$ cat src/dvi_pkg.sv
`default_nettype none

package dvi_pkg;

   ////////////////////////////////////////
   // widths
   ////////////////////////////////////////

   // display plane address into the external rom
   localparam int ADDR_W = 13;
   // one rom word is one 24-bit pixel
   localparam int PIX_W  = 24;
   // encoder data bus carries half a pixel per cycle
   localparam int HALF_W = 12;
   // raster counters, pixels per line and lines per frame
   localparam int CNT_W  = 11;

   ////////////////////////////////////////
   // enums
   ////////////////////////////////////////

   // two clock cycles per pixel, high half goes first
   typedef enum logic {
      PH_HIGH,
      PH_LOW
   } phase_e;

   // horizontal raster regions, in line order
   typedef enum logic [1:0] {
      HS_ACTIVE,
      HS_FRONT,
      HS_SYNC,
      HS_BACK
   } hstate_e;

   // vertical raster regions, in frame order
   typedef enum logic [1:0] {
      VS_ACTIVE,
      VS_FRONT,
      VS_SYNC,
      VS_BACK
   } vstate_e;

   ////////////////////////////////////////
   // structs
   ////////////////////////////////////////

   // syncs active low, blank active high
   typedef struct packed {
      logic   hsync;
      logic   vsync;
      logic   blank;
      phase_e phase;
   } timing_t;

   // captured rom word, valid pulses once per pixel
   typedef struct packed {
      logic             valid;
      logic [PIX_W-1:0] data;
   } pixel_t;

   // idle raster, both syncs inactive and blanked
   localparam timing_t TIMING_IDLE = '{hsync: 1'b1, vsync: 1'b1, blank: 1'b1, phase: PH_HIGH};

endpackage

`default_nettype wire

$ cat src/dvi_output.sv
`timescale 1ns/10ps
`default_nettype none

module dvi_output (
   input  logic                       clk_25mhz,
   input  logic                       rst_n,
   input  dvi_pkg::timing_t           timing,
   input  dvi_pkg::pixel_t            pixel,
   output logic [dvi_pkg::HALF_W-1:0] d,
   output logic                       hsync,
   output logic                       vsync,
   output logic                       blank
);
   import dvi_pkg::*;

   timing_t           timing_q;
   logic [PIX_W-1:0]  held_q;
   logic [PIX_W-1:0]  cur_data;
   logic [HALF_W-1:0] half;

   ////////////////////////////////////////
   // alignment stage
   ////////////////////////////////////////

   // first of two timing stages
   // lines up with the pixel word from the fetch side
   always_ff @(posedge clk_25mhz or negedge rst_n) begin
      if (!rst_n) begin
         timing_q <= TIMING_IDLE;
      end else begin
         timing_q <= timing;
      end
   end

   // keep the last word for its low half
   always_ff @(posedge clk_25mhz) begin
      if (pixel.valid) begin
         held_q <= pixel.data;
      end
   end

   // fresh word bypasses the hold register in its first cycle
   assign cur_data = pixel.valid ? pixel.data : held_q;

   // high half first, then low half
   assign half = (timing_q.phase == PH_HIGH) ? cur_data[PIX_W-1 -: HALF_W]
                                             : cur_data[HALF_W-1:0];

   ////////////////////////////////////////
   // pin registers
   ////////////////////////////////////////

   // second stage, pins lag the raster by two cycles
   always_ff @(posedge clk_25mhz or negedge rst_n) begin
      if (!rst_n) begin
         d     <= '0;
         hsync <= 1'b1;
         vsync <= 1'b1;
         blank <= 1'b1;
      end else begin
         // data bus held at zero during blanking
         d     <= timing_q.blank ? '0 : half;
         hsync <= timing_q.hsync;
         vsync <= timing_q.vsync;
         blank <= timing_q.blank;
      end
   end

endmodule

`default_nettype wire

$ cat src/dvi_top.sv
`timescale 1ns/10ps
`default_nettype none

module dvi_top #(
   // horizontal values in pixels
   parameter int H_ACTIVE = 96,
   parameter int H_FRONT  = 8,
   parameter int H_SYNC   = 12,
   parameter int H_BACK   = 12,
   // vertical values in lines
   parameter int V_ACTIVE = 64,
   parameter int V_FRONT  = 3,
   parameter int V_SYNC   = 2,
   parameter int V_BACK   = 4
) (
   input  logic                        clk_25mhz,
   input  logic                        rst_n,
   // external display plane rom
   input  logic [dvi_pkg::PIX_W-1:0]   rom_out,
   output logic [dvi_pkg::ADDR_W-1:0]  display_plane_addr,
   // encoder chip pins
   output logic [dvi_pkg::HALF_W-1:0]  d,
   output logic                        hsync,
   output logic                        vsync,
   output logic                        blank
);
   import dvi_pkg::*;

   timing_t timing;
   pixel_t  pixel;
   logic    pix_req;
   logic    frame_start;

   ////////////////////////////////////////
   // raster and requests
   ////////////////////////////////////////

   video_timing #(
      .H_ACTIVE (H_ACTIVE),
      .H_FRONT  (H_FRONT),
      .H_SYNC   (H_SYNC),
      .H_BACK   (H_BACK),
      .V_ACTIVE (V_ACTIVE),
      .V_FRONT  (V_FRONT),
      .V_SYNC   (V_SYNC),
      .V_BACK   (V_BACK)
   ) i_video_timing (
      .clk_25mhz   (clk_25mhz),
      .rst_n       (rst_n),
      .timing      (timing),
      .pix_req     (pix_req),
      .frame_start (frame_start)
   );

   // rom address walk and word capture
   pixel_fetch i_pixel_fetch (
      .clk_25mhz          (clk_25mhz),
      .rst_n              (rst_n),
      .pix_req            (pix_req),
      .frame_start        (frame_start),
      .rom_out            (rom_out),
      .display_plane_addr (display_plane_addr),
      .pixel              (pixel)
   );

   // half select and pin registers
   dvi_output i_dvi_output (
      .clk_25mhz (clk_25mhz),
      .rst_n     (rst_n),
      .timing    (timing),
      .pixel     (pixel),
      .d         (d),
      .hsync     (hsync),
      .vsync     (vsync),
      .blank     (blank)
   );

endmodule

`default_nettype wire

$ cat src/pixel_fetch.sv
`timescale 1ns/10ps
`default_nettype none

module pixel_fetch (
   input  logic                      clk_25mhz,
   input  logic                      rst_n,
   input  logic                      pix_req,
   input  logic                      frame_start,
   input  logic [dvi_pkg::PIX_W-1:0] rom_out,
   output logic [dvi_pkg::ADDR_W-1:0] display_plane_addr,
   output dvi_pkg::pixel_t            pixel
);
   import dvi_pkg::*;

   logic [ADDR_W-1:0] addr_q;
   logic [PIX_W-1:0]  data_q;
   logic              valid_q;

   ////////////////////////////////////////
   // plane address
   ////////////////////////////////////////

   // address moves only on the two strobes
   // word for the next pixel is presented from the low half onward
   always_ff @(posedge clk_25mhz or negedge rst_n) begin
      if (!rst_n) begin
         addr_q  <= '0;
         valid_q <= 1'b0;
      end else begin
         valid_q <= pix_req;
         if (frame_start) begin
            addr_q <= '0;
         end else if (pix_req) begin
            addr_q <= addr_q + 1'b1;
         end
      end
   end

   ////////////////////////////////////////
   // rom word capture
   ////////////////////////////////////////

   // rom answers one cycle late
   // by the request cycle the word matches the current address
   always_ff @(posedge clk_25mhz) begin
      if (pix_req) begin
         data_q <= rom_out;
      end
   end

   assign display_plane_addr = addr_q;

   // valid in the low half of the same pixel
   assign pixel.valid = valid_q;
   assign pixel.data  = data_q;

endmodule

`default_nettype wire

$ cat src/video_timing.sv
`timescale 1ns/10ps
`default_nettype none

module video_timing #(
   parameter int H_ACTIVE = 96,
   parameter int H_FRONT  = 8,
   parameter int H_SYNC   = 12,
   parameter int H_BACK   = 12,
   parameter int V_ACTIVE = 64,
   parameter int V_FRONT  = 3,
   parameter int V_SYNC   = 2,
   parameter int V_BACK   = 4
) (
   input  logic             clk_25mhz,
   input  logic             rst_n,
   output dvi_pkg::timing_t timing,
   output logic             pix_req,
   output logic             frame_start
);
   import dvi_pkg::*;

   ////////////////////////////////////////
   // region boundaries
   ////////////////////////////////////////

   // first pixel of each horizontal region
   localparam logic [CNT_W-1:0] H_FP_START = CNT_W'(H_ACTIVE);
   localparam logic [CNT_W-1:0] H_SY_START = CNT_W'(H_ACTIVE + H_FRONT);
   localparam logic [CNT_W-1:0] H_BP_START = CNT_W'(H_ACTIVE + H_FRONT + H_SYNC);
   localparam logic [CNT_W-1:0] H_LAST     = CNT_W'(H_ACTIVE + H_FRONT + H_SYNC + H_BACK - 1);

   // first line of each vertical region
   localparam logic [CNT_W-1:0] V_FP_START = CNT_W'(V_ACTIVE);
   localparam logic [CNT_W-1:0] V_SY_START = CNT_W'(V_ACTIVE + V_FRONT);
   localparam logic [CNT_W-1:0] V_BP_START = CNT_W'(V_ACTIVE + V_FRONT + V_SYNC);
   localparam logic [CNT_W-1:0] V_LAST     = CNT_W'(V_ACTIVE + V_FRONT + V_SYNC + V_BACK - 1);

   phase_e           phase_q;
   logic [CNT_W-1:0] h_cnt;
   logic [CNT_W-1:0] v_cnt;
   logic [CNT_W-1:0] h_next;
   logic [CNT_W-1:0] v_next;
   hstate_e          hstate;
   hstate_e          hstate_next;
   vstate_e          vstate;
   vstate_e          vstate_next;
   logic             pix_end;
   logic             line_end;

   // pixel ends after its low half
   assign pix_end  = (phase_q == PH_LOW);
   assign line_end = pix_end && (h_cnt == H_LAST);

   // wrap at the end of line and frame
   assign h_next = (h_cnt == H_LAST) ? '0 : h_cnt + 1'b1;
   assign v_next = (v_cnt == V_LAST) ? '0 : v_cnt + 1'b1;

   ////////////////////////////////////////
   // region fsms
   ////////////////////////////////////////

   // later boundary wins, so a zero length region is skipped
   always_comb begin
      hstate_next = hstate;
      if (h_next == H_BP_START) begin
         hstate_next = HS_BACK;
      end else if (h_next == H_SY_START) begin
         hstate_next = HS_SYNC;
      end else if (h_next == H_FP_START) begin
         hstate_next = HS_FRONT;
      end else if (h_next == '0) begin
         hstate_next = HS_ACTIVE;
      end
   end

   always_comb begin
      vstate_next = vstate;
      if (v_next == V_BP_START) begin
         vstate_next = VS_BACK;
      end else if (v_next == V_SY_START) begin
         vstate_next = VS_SYNC;
      end else if (v_next == V_FP_START) begin
         vstate_next = VS_FRONT;
      end else if (v_next == '0) begin
         vstate_next = VS_ACTIVE;
      end
   end

   // phase every cycle, pixel counter per pixel, line counter per line
   always_ff @(posedge clk_25mhz or negedge rst_n) begin
      if (!rst_n) begin
         phase_q <= PH_HIGH;
         h_cnt   <= '0;
         v_cnt   <= '0;
         hstate  <= HS_ACTIVE;
         vstate  <= VS_ACTIVE;
      end else begin
         phase_q <= (phase_q == PH_HIGH) ? PH_LOW : PH_HIGH;
         if (pix_end) begin
            h_cnt  <= h_next;
            hstate <= hstate_next;
         end
         if (line_end) begin
            v_cnt  <= v_next;
            vstate <= vstate_next;
         end
      end
   end

   ////////////////////////////////////////
   // registered outputs
   ////////////////////////////////////////

   // outputs show the counter position one cycle later
   always_ff @(posedge clk_25mhz or negedge rst_n) begin
      if (!rst_n) begin
         timing      <= TIMING_IDLE;
         pix_req     <= 1'b0;
         frame_start <= 1'b0;
      end else begin
         timing.hsync <= (hstate != HS_SYNC);
         timing.vsync <= (vstate != VS_SYNC);
         timing.blank <= (hstate != HS_ACTIVE) || (vstate != VS_ACTIVE);
         timing.phase <= phase_q;
         // one request per active pixel, in its high half
         pix_req      <= (hstate == HS_ACTIVE) && (vstate == VS_ACTIVE) && (phase_q == PH_HIGH);
         // rewind one line ahead of line 0 so word 0 is out of the rom in time
         // needs at least one vertical blanking line
         frame_start  <= (v_cnt == V_LAST) && (h_cnt == '0) && (phase_q == PH_HIGH);
      end
   end

endmodule

`default_nettype wire

$ cat config.mk
export PLATFORM = sky130hd
export DESIGN_NAME = dvi_top
export DESIGN_NICKNAME = d
export VERILOG_FILES = /design/src/dvi_pkg.sv /design/src/dvi_output.sv /design/src/dvi_top.sv /design/src/pixel_fetch.sv /design/src/video_timing.sv
export SDC_FILE = /design/constraint.sdc
export NUM_CORES = 1
export LEC_CHECK = 0
export BUFFER_PORTS_ARGS = -buffer_cell sky130_fd_sc_hd__buf_2
export CORE_MARGIN = 4
export CORE_UTILIZATION = 35
export CTS_CLUSTER_DIAMETER = 30
export DETAILED_ROUTE_END_ITERATION = 7
export REMOVE_ABC_BUFFERS = 1
export SETUP_SLACK_MARGIN = 0.1
export SYNTH_ARGS = -nofsm -noshare
export SYNTH_HDL_FRONTEND = slang
export SYNTH_SLANG_ARGS = --single-unit
$ cat constraint.sdc
create_clock -name clk_25mhz -period 2.3 [get_ports clk_25mhz]
set_input_delay 0.115 -clock clk_25mhz [delete_from_list [all_inputs] [get_ports clk_25mhz]]
set_output_delay 0.115 -clock clk_25mhz [all_outputs]
set_load 0.01 [all_outputs]
; Yosys cells after proc, flatten, opt, wreduce, memory -nomap -nowiden
; Index checks and enable logic that the tools add are counted.
; W data, S select, Z words.
[word_totals]
reg_bits = 114
output_inout_bits = 28
wordCells = 71
[op_classes]
n_addsub = 3
eq_ne = 10
mux = 16
n_bitwise = 1
n_reduce_logical = 18
[op_table]
columns = operator, n
row1 = $eq A11 B7 Y1 const B, 8
row2 = $logic_not A11 Y1, 3
row3 = $mux W13, 2
row4 = $mux W12, 2
row5 = $mux W24, 1
row6 = $add A11 B1 Y11 const B, 2
row7 = $mux W11, 2
row8 = $mux W2, 8
row9 = $add A13 B1 Y13 const B, 1
row10 = $reduce_bool A4 Y1, 2
row11 = $reduce_bool A2 Y1, 3
row12 = $logic_and A1 B1 Y1, 5
row13 = $logic_not A2 Y1, 2
row14 = $ne A2 B2 Y1 const B, 2
row15 = $reduce_and A2 Y1, 2
row16 = $logic_or A1 B1 Y1, 1
row17 = $mux W1, 1
row18 = $not A1 Y1, 1

; Longest topological paths before layout
; Gate-level depths: netlist (run 1).
[depth]
ltp_word = 7
depth_mapped = 8

; By module
; From an unflattened synthesis (run 1), not the netlist that was laid out.
[hier_totals]
cells_unflattened = 400
area_unflattened_um2 = 4958.5
[modules_own_cells]
columns = mod, instances, cells_each, area_per_inst_um2, seq_area_each_um2
row1 = video_timing, 1, 222, 2088.3, 829.5
row2 = dvi_output, 1, 86, 1447.6, 963.4
row3 = pixel_fetch, 1, 92, 1422.6, 1071.0

; Least setup slack after synthesis (run 1)
; Ideal clock, no wire load.
[synth_timing]
path_type = register to register
start = register i_video_timing.h_cnt[0]
end = register i_video_timing.hstate[0]
setup_time_ps = 124
arrival_ps = 2009
required_ps = 2176
slack_ps = 167
path_stages_with_launch = 9
n_path_buf = 1
path_cell_list = dfrtp_1 ha_1 and4_1 clkbuf_1 xnor2_1 and3_1 o211ai_1 and4bb_2 a211o_2
[synth_via]
elab_chain_len = 6
elab_cells_between_ends = 12
classes_between = add/sub: 1 / eq/ne: 4 / mux: 4 / reduce/logical: 3
[synth_rtl]
columns = element, line_no
row1 = start: declaration, video_timing.sv:39  ; logic [CNT_W-1:0] h_cnt;
row2 = start signal: assignment, video_timing.sv:100  ; h_cnt <= h_next;
row3 = $add A11 B1 Y11 or $eq A11 B7 Y1 (tied branches), video_timing.sv:55  ; assign h_next = (h_cnt == H_LAST) ? '0 : h_cnt + 1'b1;
row4 = $mux W11 (*), video_timing.sv:55
row5 = $eq A11 B7 Y1, video_timing.sv:69  ; end else if (h_next == H_FP_START) begin
row6 = $mux W2, video_timing.sv:69
row7 = $mux W2, video_timing.sv:67  ; end else if (h_next == H_SY_START) begin
row8 = $mux W2, video_timing.sv:65  ; if (h_next == H_BP_START) begin
row9 = end signal: assignment, video_timing.sv:101  ; hstate <= hstate_next;
row10 = end: declaration, video_timing.sv:43  ; hstate_e hstate;
; Every way passes the cells marked *; elsewhere a longest branch is shown, timed or not.
; A chain may end at the register's enable or synchronous reset.

; Worst setup path after layout (run 1)
[layout_timing]
start = register i_video_timing.h_cnt[9]
end = register i_video_timing.hstate[0]
; The elaborated chain is that of the path after synthesis.

==> flow_metrics.py, run 1 <==
metrics = {
    "global_route": {
        "grt.total_usage": 0.136,
        "grt_pass1_wl_um": 17700,
        "grt_max_degree": 67,
        "antenna_found_initial": 0,
        "grt_overflow": 0,
        "grt_pass1_vias": 3621,
    },
    "sta": {
        "setup_tns_ns": 0,
        "slew_headroom": 0.645,
        "fin_crit_sh": 0.939,
        "min_period_ns": 2.16,
        "setup_slack_ns": 0.140,
        "final.setup_skew_ns": 0.0115,
        "drv_slew": 0,
        "tightest_slew_ns": 0.528,
        "fmax_ghz": 0.463,
        "rsz0062_at_grt": "false",
        "setup_violations": 0,
        "final_hold_viol_count": 0,
    },
    "yosys": {
        "synthArstFlopShare": 0.579,
        "seq_area_frac_synth": 0.574,
        "synth_top_cell_area_share": 0.286,
        "synth_flop_cell": "dfrtp_1",
        "ys_types": 57,
        "syn-cell-area_sq_mm": 0.00499,
        "synth.most_common_cell": "dfrtp_1",
        "post-synth-top-area-cell": "dfrtp_1",
        "synth_cells": 454,
        "synth-edff-count": 24,
        "avgSynthCellArea_sq_um": 11.0,
        "ys.warnings.count": 0,
        "ys_ff_latch": 114,
        "synth_commonest_cells": "57 x dfrtp_1, 56 x nor2_1, 38 x nand2_1, 26 x mux2_2, 25 x nor3_1",
        "yosys-top-cells-area": "dfrtp_1 29%, edfxtp_1 14%, dfxtp_1 9.6%",
    },
    "critical_path": {
        "crit_start": "i_video_timing.h_cnt[9]$_DFFE_PN0P_",
        "endpoint_kind": "flop",
        "regToRegSetupSlack_ns": 0.14,
        "reg2reg_from": "i_video_timing.h_cnt[9]$_DFFE_PN0P_",
        "endpoint": "i_video_timing.hstate[0]$_DFFE_PN0P_",
        "worst_ep_arrival_time_ns": 2.51,
        "worstSetupPathType": "flop to flop",
        "cp-start-kind": "flop",
        "r2r_cells": 6,
        "reg2reg_to": "i_video_timing.hstate[0]$_DFFE_PN0P_",
        "max_stage_delay_ns": 0.57,
        "critPathRequiredTime_ns": 2.65,
        "slowest_stage": "or4_4",
        "crit_chain": "or4_4, or3_4, a22oi_1, a21oi_1, and4bb_2, a211o_2",
        "worstPathMaxFanout": 6,
    },
    "routing": {
        "dr.pass1.iters": 4,
        "wl_per_cell_um": 14.0,
        "drtAntennaViolNets": 0,
        "routed-via-count": 3693,
        "drc": 0,
        "wl_um": 10500,
        "drtIter0Drc": 225,
        "viasPerCell": 4.94,
    },
    "floorplan": {
        "core_sq_mm": 0.0139,
        "initial_core_util": 0.358,
        "pin_count": 54,
        "die_area_sq_mm": 0.0162,
        "rows": 43,
        "die_x_um": 127,
        "die_h_um": 127,
    },
    "power_and_ir_drop": {
        "fin_total_pwr_uw": 4610,
        "p_per_area_mw_per_mm2": 716,
        "vdd.ir_drop.worst_mv": 0.538,
        "p_leak_uw": 0.00277,
    },
    "clock_tree": {
        "postCtsSetupBuffers": 0,
        "clkSlewWorstSetupHoldPaths_ns": 0.05,
        "cts_num_sinks": 114,
        "cts_buffers": 17,
        "insertion_delay_ns": 0.41,
        "cts_buffer_depth": 2,
        "htreeDepth": 4,
        "clockRootBuffer": "clkbuf_16",
        "cts_tree": "done",
    },
    "placement": {
        "place_congestion": 0.843,
        "io_buffers": 53,
        "hpwlAfterDp_um": 6800,
        "pre_cts_ws_ns": 0.138,
    },
    "cells_and_area": {
        "num_antenna_cells": 0,
        "final_nets": 587,
        "area_delta_synth_final_pct": 28.9,
        "final_layout_size_suffix_gt1_frac": 0.282,
    },
    "run": {
        "max_cap_violations": 0,
    },
    "outcome": {
        "status": "complete, no violations",
    },
    "hold_path": {
        "hold_class": "input pin to asynchronous set/reset pin",
    },
}
==> area by class of cell <==
class,instances,area (sq um)
Tap cell,180,225
Inverter,9,33.8
Clock buffer,24,472
Timing Repair Buffer,109,761
Clock inverter,8,65.1
Fill cell,1261,7500
Multi-Input combinational cell,304,2010
Sequential cell,114,2870
==> metal layers <==
layer,global-route usage,share of wire,vias up
li1,-,-,1813
met1,0.175,0.47,1775
met2,0.211,0.46,94
met3,0.0464,0.057,11
met4,0.0517,0.014,0
met5,0,0,-
==> repair_timing <==
| action | in CTS | in global routing |
|---|---|---|
| setup endpoints to repair | 0 | 3 |
| endpoints found under the hold margin | 81 | 0 |
| gates resized for setup | 0 | 7 |
| hold buffers | 25 | 0 |
==> where the power goes <==
group          total, uW  leakage (uW)  switching, uW  internal, uW
clock network       2370      0.000263            848          1520
registers           2100       0.00129           7.99          2100
logic                133       0.00122           59.8          73.2
==> per-stage QoR <==
step | hold WS (ns) | instances | utilization | cell area [sq um]
floorplan | -0.181 | 427 | - | 4880
global placement | 0.167 | 691 | 0.403 | 5620
detailed placement | 0.169 | 691 | 0.403 | 5620
CTS | 0.266 | 748 | 0.460 | 6400
global route | 0.272 | 748 | 0.461 | 6430
finish | 0.253 | 748 | 0.461 | 6430
==> worst min path at each step <==
stage                                                  endpoint  slack (ns)  cells past startpoint
4_1_cts                             i_dvi_output.d[1]$_DFF_PN0_        0.27                      3
2_1_floorplan                       i_dvi_output.d[0]$_DFF_PN0_       -0.18                      0
5_1_grt        i_pixel_fetch.display_plane_addr[12]$_DFFE_PN0P_        0.27                      3
3_5_place_dp   i_pixel_fetch.display_plane_addr[12]$_DFFE_PN0P_        0.17                      2
6_report       i_pixel_fetch.display_plane_addr[12]$_DFFE_PN0P_        0.25                      3
3_3_place_gp   i_pixel_fetch.display_plane_addr[12]$_DFFE_PN0P_        0.17                      2
==> placed cells by master, fill, tap and decap left out, types with 22 or more instances in the layout <==
| cell | count |
|---|---|
| edfxtp_1 | 24 |
| dfxtp_1 | 24 |
| nor2_1 | 56 |
| nor3_1 | 22 |
| dlygate4sd3_1 | 25 |
| dfrtp_1 | 56 |
| buf_2 | 53 |
| buf_4 | 30 |
| nand2_1 | 38 |
| mux2_2 | 26 |
==> registers in the layout, indices dropped and copies added, names as in the netlist, 2 cells and up <==
signal	flops
i_dvi_output.d	12
i_dvi_output.held_q	24
i_dvi_output.timing_q	4
i_pixel_fetch.data_q	24
i_pixel_fetch.display_plane_addr	13
i_video_timing.h_cnt	11
i_video_timing.hstate	2
i_video_timing.timing	4
i_video_timing.v_cnt	11
i_video_timing.vstate	2
==> cells by family after synthesis <==
family / after synthesis / share of synthesized area
AO/OA/AOI/OAI: 63 / 0.0855
XOR/XNOR: 33 / 0.0579
adder cells (fa/ha/maj): 6 / 0.0150
buffers and inverters: 36 / 0.0283
flip-flops: 114 / 0.574
multiplexers: 30 / 0.0667
AND/OR/NAND/NOR: 172 / 0.172
==> critical path, delay by kind of cell, from the launching register on <==
kind            cells  cell delay (ns)
compound gates      3             0.37
flops               1             0.44
simple gates        3             1.29
Power figures use the tool's default switching activity.
==> run 2, diff against run 1 <==
- PLACE_DENSITY: not set -> 0.56
==> flow_metrics.py, run 2 (same netlist as run 1, synthesis figures left out) <==
metrics = {
    "critical_path": {
        "path_delay_family": "simple AND/OR/NAND/NOR gates",
        "path_buf_inv": 0,
        "worstSetupPathType": "flop to flop",
        "critPathRequiredTime_ns": 2.65,
        "worst_ep_arrival_time_ns": 2.47,
        "cp-start-kind": "flop",
        "slowest_stage": "or4_4",
        "crit_chain": "or4_4, or3_1, a22oi_1, a21oi_1, and4bb_2, a211o_2",
        "endpoint_kind": "flop",
        "worstPathMaxFanout": 4,
        "max_stage_delay_ns": 0.58,
    },
    "floorplan": {
        "die_x_um": 127,
        "die_h_um": 127,
        "rows": 43,
        "die_area_sq_mm": 0.0162,
        "initial_core_util": 0.358,
        "pin_count": 54,
        "core_sq_mm": 0.0139,
    },
    "sta": {
        "fin_crit_sh": 0.921,
        "drv_slew": 0,
        "final_hold_viol_count": 0,
        "rsz0062_at_grt": "true",
        "setup_violations": 0,
        "min_period_ns": 2.12,
        "fmax_ghz": 0.472,
        "fin_hold_ws_ns": 0.275,
        "setup_tns_ns": 0,
        "tightest_slew_ns": 0.481,
        "slew_headroom": 0.679,
        "final.setup_skew_ns": 0.0116,
        "setup_slack_ns": 0.182,
    },
    "clock_tree": {
        "cts_tree": "done",
        "cts_num_sinks": 114,
        "cts_buffer_depth": 2,
        "clockRootBuffer": "clkbuf_16",
        "cts_buffers": 17,
        "insertion_delay_ns": 0.42,
        "clkSlewWorstSetupHoldPaths_ns": 0.05,
        "htreeDepth": 4,
    },
    "placement": {
        "place_congestion": 0.808,
        "io_buffers": 53,
        "pre_cts_ws_ns": 0.179,
        "dp_cells": 692,
        "hpwlAfterDp_um": 7180,
    },
    "global_route": {
        "grt.total_usage": 0.141,
        "gr-usage-met3": 0.0468,
        "grt_pass1_vias": 3657,
        "grt_overflow": 0,
        "grt_pass1_wl_um": 18200,
        "grt_use_met2": 0.219,
        "grt_max_degree": 37,
        "antenna_found_initial": 0,
        "met1_usage": 0.184,
        "top_usage_layer": "met2",
    },
    "routing": {
        "drtIter0Drc": 164,
        "routed-via-count": 3693,
        "wl_per_cell_um": 14.3,
        "drtAntennaViolNets": 0,
        "wl_um": 10700,
        "drc": 0,
        "viasPerCell": 4.93,
        "dr.pass1.iters": 4,
    },
    "cells_and_area": {
        "final_layout_size_suffix_gt1_frac": 0.285,
        "post-route-util": 0.468,
        "final_cell_mix": "56 x nor2_1, 56 x dfrtp_1, 53 x buf_2, 38 x nand2_1, 32 x buf_4",
        "final_cells": 749,
        "num_antenna_cells": 0,
        "final_nets": 588,
        "area_delta_synth_final_pct": 30.6,
    },
    "power_and_ir_drop": {
        "vdd.ir_drop.worst_mv": 0.483,
        "p_leak_uw": 0.00282,
        "p_per_area_mw_per_mm2": 780,
    },
    "outcome": {
        "status": "complete, no violations",
    },
    "hold_path": {
        "hold_class": "input pin to asynchronous set/reset pin",
    },
    "run": {
        "max_cap_violations": 0,
    },
}
[run 2: changes by cell type in the layout (fill, tap and decap cells not counted), sizes merged]
| cell | change |
|---|---|
| bufinv | +4 |
| clkinvlp | +1 |
| clkinv | -2 |
| buf | +1 |
| clkbuf | -3 |
[run 2: worst register-to-register path, delay by kind of cell, from the launching register on]
kind,cells,cell delay (ns)
flip-flops,1,0.37
AO/OA/AOI/OAI,3,0.36
AND/OR/NAND/NOR,3,1.34
[run 2: layout make-up]
class	count	area, sq um
inverter	9	33.8
sequential	114	2870
fill	1307	7420
timing repair buffer	110	756
clock inverter	11	184
multi-input combinational	304	1990
tap	180	225
clock buffer	21	460
[run 2: where the power goes]
part	total [uW]	internal, uW	switching, uW
clock network	2850	1970	880
registers	2100	2090	8.04
logic	132	71.9	60.2
[run 2: worst paths after layout]
path                                                                     to                           startpoint  depth (start not counted)  slack, ns
max in group asynchronous                i_video_timing.timing[1]$_DFF_PN1_                                rst_n                          3       1.63
max reg2reg                            i_video_timing.hstate[0]$_DFFE_PN0P_  i_video_timing.h_cnt[7]$_DFFE_PN0P_                          6       0.18
max                                    i_video_timing.hstate[0]$_DFFE_PN0P_  i_video_timing.h_cnt[7]$_DFFE_PN0P_                          6       0.18
min                        i_pixel_fetch.display_plane_addr[12]$_DFFE_PN0P_                                rst_n                          3       0.27
min reg2reg                              i_dvi_output.timing_q[1]$_DFF_PN1_   i_video_timing.timing[1]$_DFF_PN1_                          0       0.35
min in group clk_25mhz                   i_dvi_output.timing_q[1]$_DFF_PN1_   i_video_timing.timing[1]$_DFF_PN1_                          0       0.35
[run 2: what timing repair did]
item / CTS / global route
setup buffers: 0 / 0
endpoints found under the setup margin: 0 / 5
endpoints found under the hold margin: 81 / 0
hold buffers: 25 / 0
gates resized for setup: 0 / 5
[run 2: metal layers]
metal | part of all wire | wire length [um]
met2 | 0.48 | 5140
met5 | 0 | 0
met3 | 0.050 | 536
met4 | 0.0071 | 76
met1 | 0.46 | 4960
[run 2: through the flow]
stage | instance area [sq um] | power, uW
finish | 6520 | 5080
global route | 6520 | 5270
CTS | 6510 | 5150
detailed placement | 5610 | 2240
global placement | 5610 | 2240
floorplan | 4880 | 2170
==> run 3, diff against run 2 <==
- BUFFER_PORTS_ARGS: -buffer_cell sky130_fd_sc_hd__buf_2 -> -buffer_cell sky130_fd_sc_hd__buf_4
==> flow_metrics.py, run 3 (same netlist as run 1, synthesis figures left out) <==
metrics = {
    "floorplan": {
        "initial_core_util": 0.358,
        "die_h_um": 127,
        "die_area_sq_mm": 0.0162,
        "pin_count": 54,
        "rows": 43,
        "core_sq_mm": 0.0139,
        "die_x_um": 127,
    },
    "sta": {
        "setup_tns_ns": 0,
        "tightest_slew_ns": 0.853,
        "final_hold_viol_count": 0,
        "fmax_ghz": 0.467,
        "final.setup_skew_ns": 0.0101,
        "drv_slew": 0,
        "rsz0062_at_grt": "false",
        "min_period_ns": 2.14,
        "setup_violations": 0,
        "fin_crit_sh": 0.931,
        "slew_headroom": 0.431,
    },
    "cells_and_area": {
        "num_antenna_cells": 0,
        "nFillCells": 1257,
        "final_layout_size_suffix_gt1_frac": 0.294,
        "final_nets": 590,
        "seq_area_sq_mm": 0.00287,
        "multi_input_area_sq_mm": 0.00200,
        "final_cell_mix": "86 x buf_4, 56 x nor2_1, 56 x dfrtp_1, 38 x nand2_1, 26 x mux2_2",
        "layout_commonest_cell": "buf_4",
        "post-route-util": 0.476,
        "area_delta_synth_final_pct": 32.9,
    },
    "routing": {
        "dr.pass1.iters": 5,
        "routed.top_layer": "met4",
        "viasPerCell": 5.01,
        "routed-via-count": 3765,
        "drc": 0,
        "wl_per_cell_um": 14.7,
        "wl_um": 11000,
        "drtIter0Drc": 171,
        "wirelength_met1_um": 5050,
        "drtAntennaViolNets": 0,
        "wl_met2_um": 5360,
        "wl_met3_um": 509,
    },
    "clock_tree": {
        "insertion_delay_ns": 0.41,
        "clkSlewWorstSetupHoldPaths_ns": 0.06,
        "cts_buffers": 17,
        "cts_buffer_depth": 2,
        "cts_num_sinks": 114,
        "cts_tree": "done",
        "clockRootBuffer": "clkbuf_16",
        "htreeDepth": 4,
    },
    "run": {
        "max_cap_violations": 0,
    },
    "critical_path": {
        "worst_ep_arrival_time_ns": 2.48,
        "cp-start-kind": "flop",
        "r2r_cells": 6,
        "endpoint_kind": "flop",
        "reg2reg_to": "i_video_timing.hstate[0]$_DFFE_PN0P_",
        "worstPathMaxFanout": 6,
        "reg2reg_from": "i_video_timing.h_cnt[9]$_DFFE_PN0P_",
        "critPathRequiredTime_ns": 2.64,
        "regToRegSetupSlack_ns": 0.16,
        "worstSetupPathType": "flop to flop",
    },
    "global_route": {
        "grt_max_degree": 67,
        "grt_overflow": 0,
        "grt.total_usage": 0.140,
        "grt_pass1_vias": 3724,
        "grt_pass1_wl_um": 18300,
        "antenna_found_initial": 0,
    },
    "outcome": {
        "status": "complete, no violations",
    },
    "power_and_ir_drop": {
        "p_leak_uw": 0.00283,
        "vdd.ir_drop.worst_mv": 0.494,
        "p_per_area_mw_per_mm2": 729,
    },
    "hold_path": {
        "min_path_cells": 0,
        "hp-start": "i_video_timing.timing[0]$_DFF_PN0_",
        "hold_class": "flop to flop",
        "holdPathEnd": "i_dvi_output.timing_q[0]$_DFF_PN0_",
    },
    "placement": {
        "place_congestion": 0.837,
        "hpwlAfterDp_um": 7080,
        "io_buffers": 53,
    },
}
[run 3: timing repair]
item                                   in CTS  in global routing
endpoints found under the hold margin      81                  0
resized for setup                           0                  6
buffers inserted                            0                  2
hold buffers                               25                  0
setup endpoints to repair                   0                  7
[run 3: final cells by class]
type                            count  area share
Clock buffer                       17      0.0642
Clock inverter                     15      0.0240
Inverter                            9     0.00510
Multi-Input combinational cell    304       0.302
Sequential cell                   114       0.432
Tap cell                          180      0.0340
Timing Repair Buffer              112       0.138
[run 3: power by group]
| part | internal [uW] | switching, uW |
|---|---|---|
| logic | 87.0 | 61.9 |
| registers | 2090 | 8.38 |
| clock network | 1600 | 980 |
| total | 3780 | 1050 |
[run 3: critical path, stage by stage (launching register included)]
cell      delay (ns)
dfrtp_1         0.44
or4_4           0.59
or3_4           0.43
a22oi_1         0.20
a21oi_1         0.06
and4bb_2        0.27
a211o_2         0.09
[run 3: per-layer routing]
| layer | GRT usage | up-vias |
|---|---|---|
| li1 | - | 1828 |
| met1 | 0.181 | 1845 |
| met2 | 0.227 | 83 |
| met3 | 0.0397 | 9 |
| met4 | 0.0492 | 0 |
| met5 | 0 | - |
[run 3: stage by stage]
step           power [uW]  hold slack (ns)  instances  cell area [sq um]  worst slack, ns
2_1_floorplan        2170           -0.181        427               4880           0.0403
3_3_place_gp         2250            0.280        692               5760            0.192
3_5_place_dp         2260            0.287        692               5760            0.153
4_1_cts              4900            0.355        749               6590            0.128
5_1_grt              5010            0.357        751               6630            0.106
6_report             4830            0.352        751               6630            0.158
[run 3: worst max path at each step]
stage	cells after the start	startpoint	end
2_1_floorplan	7	i_video_timing.v_cnt[0]$_DFFE_PN0P_	i_video_timing.vstate[0]$_DFFE_PN0P_
3_3_place_gp	6	i_video_timing.h_cnt[9]$_DFFE_PN0P_	i_video_timing.hstate[0]$_DFFE_PN0P_
3_5_place_dp	6	i_video_timing.h_cnt[9]$_DFFE_PN0P_	i_video_timing.hstate[0]$_DFFE_PN0P_
4_1_cts	6	i_video_timing.h_cnt[9]$_DFFE_PN0P_	i_video_timing.hstate[0]$_DFFE_PN0P_
5_1_grt	6	i_video_timing.h_cnt[9]$_DFFE_PN0P_	i_video_timing.hstate[0]$_DFFE_PN0P_
6_report	6	i_video_timing.h_cnt[9]$_DFFE_PN0P_	i_video_timing.hstate[0]$_DFFE_PN0P_
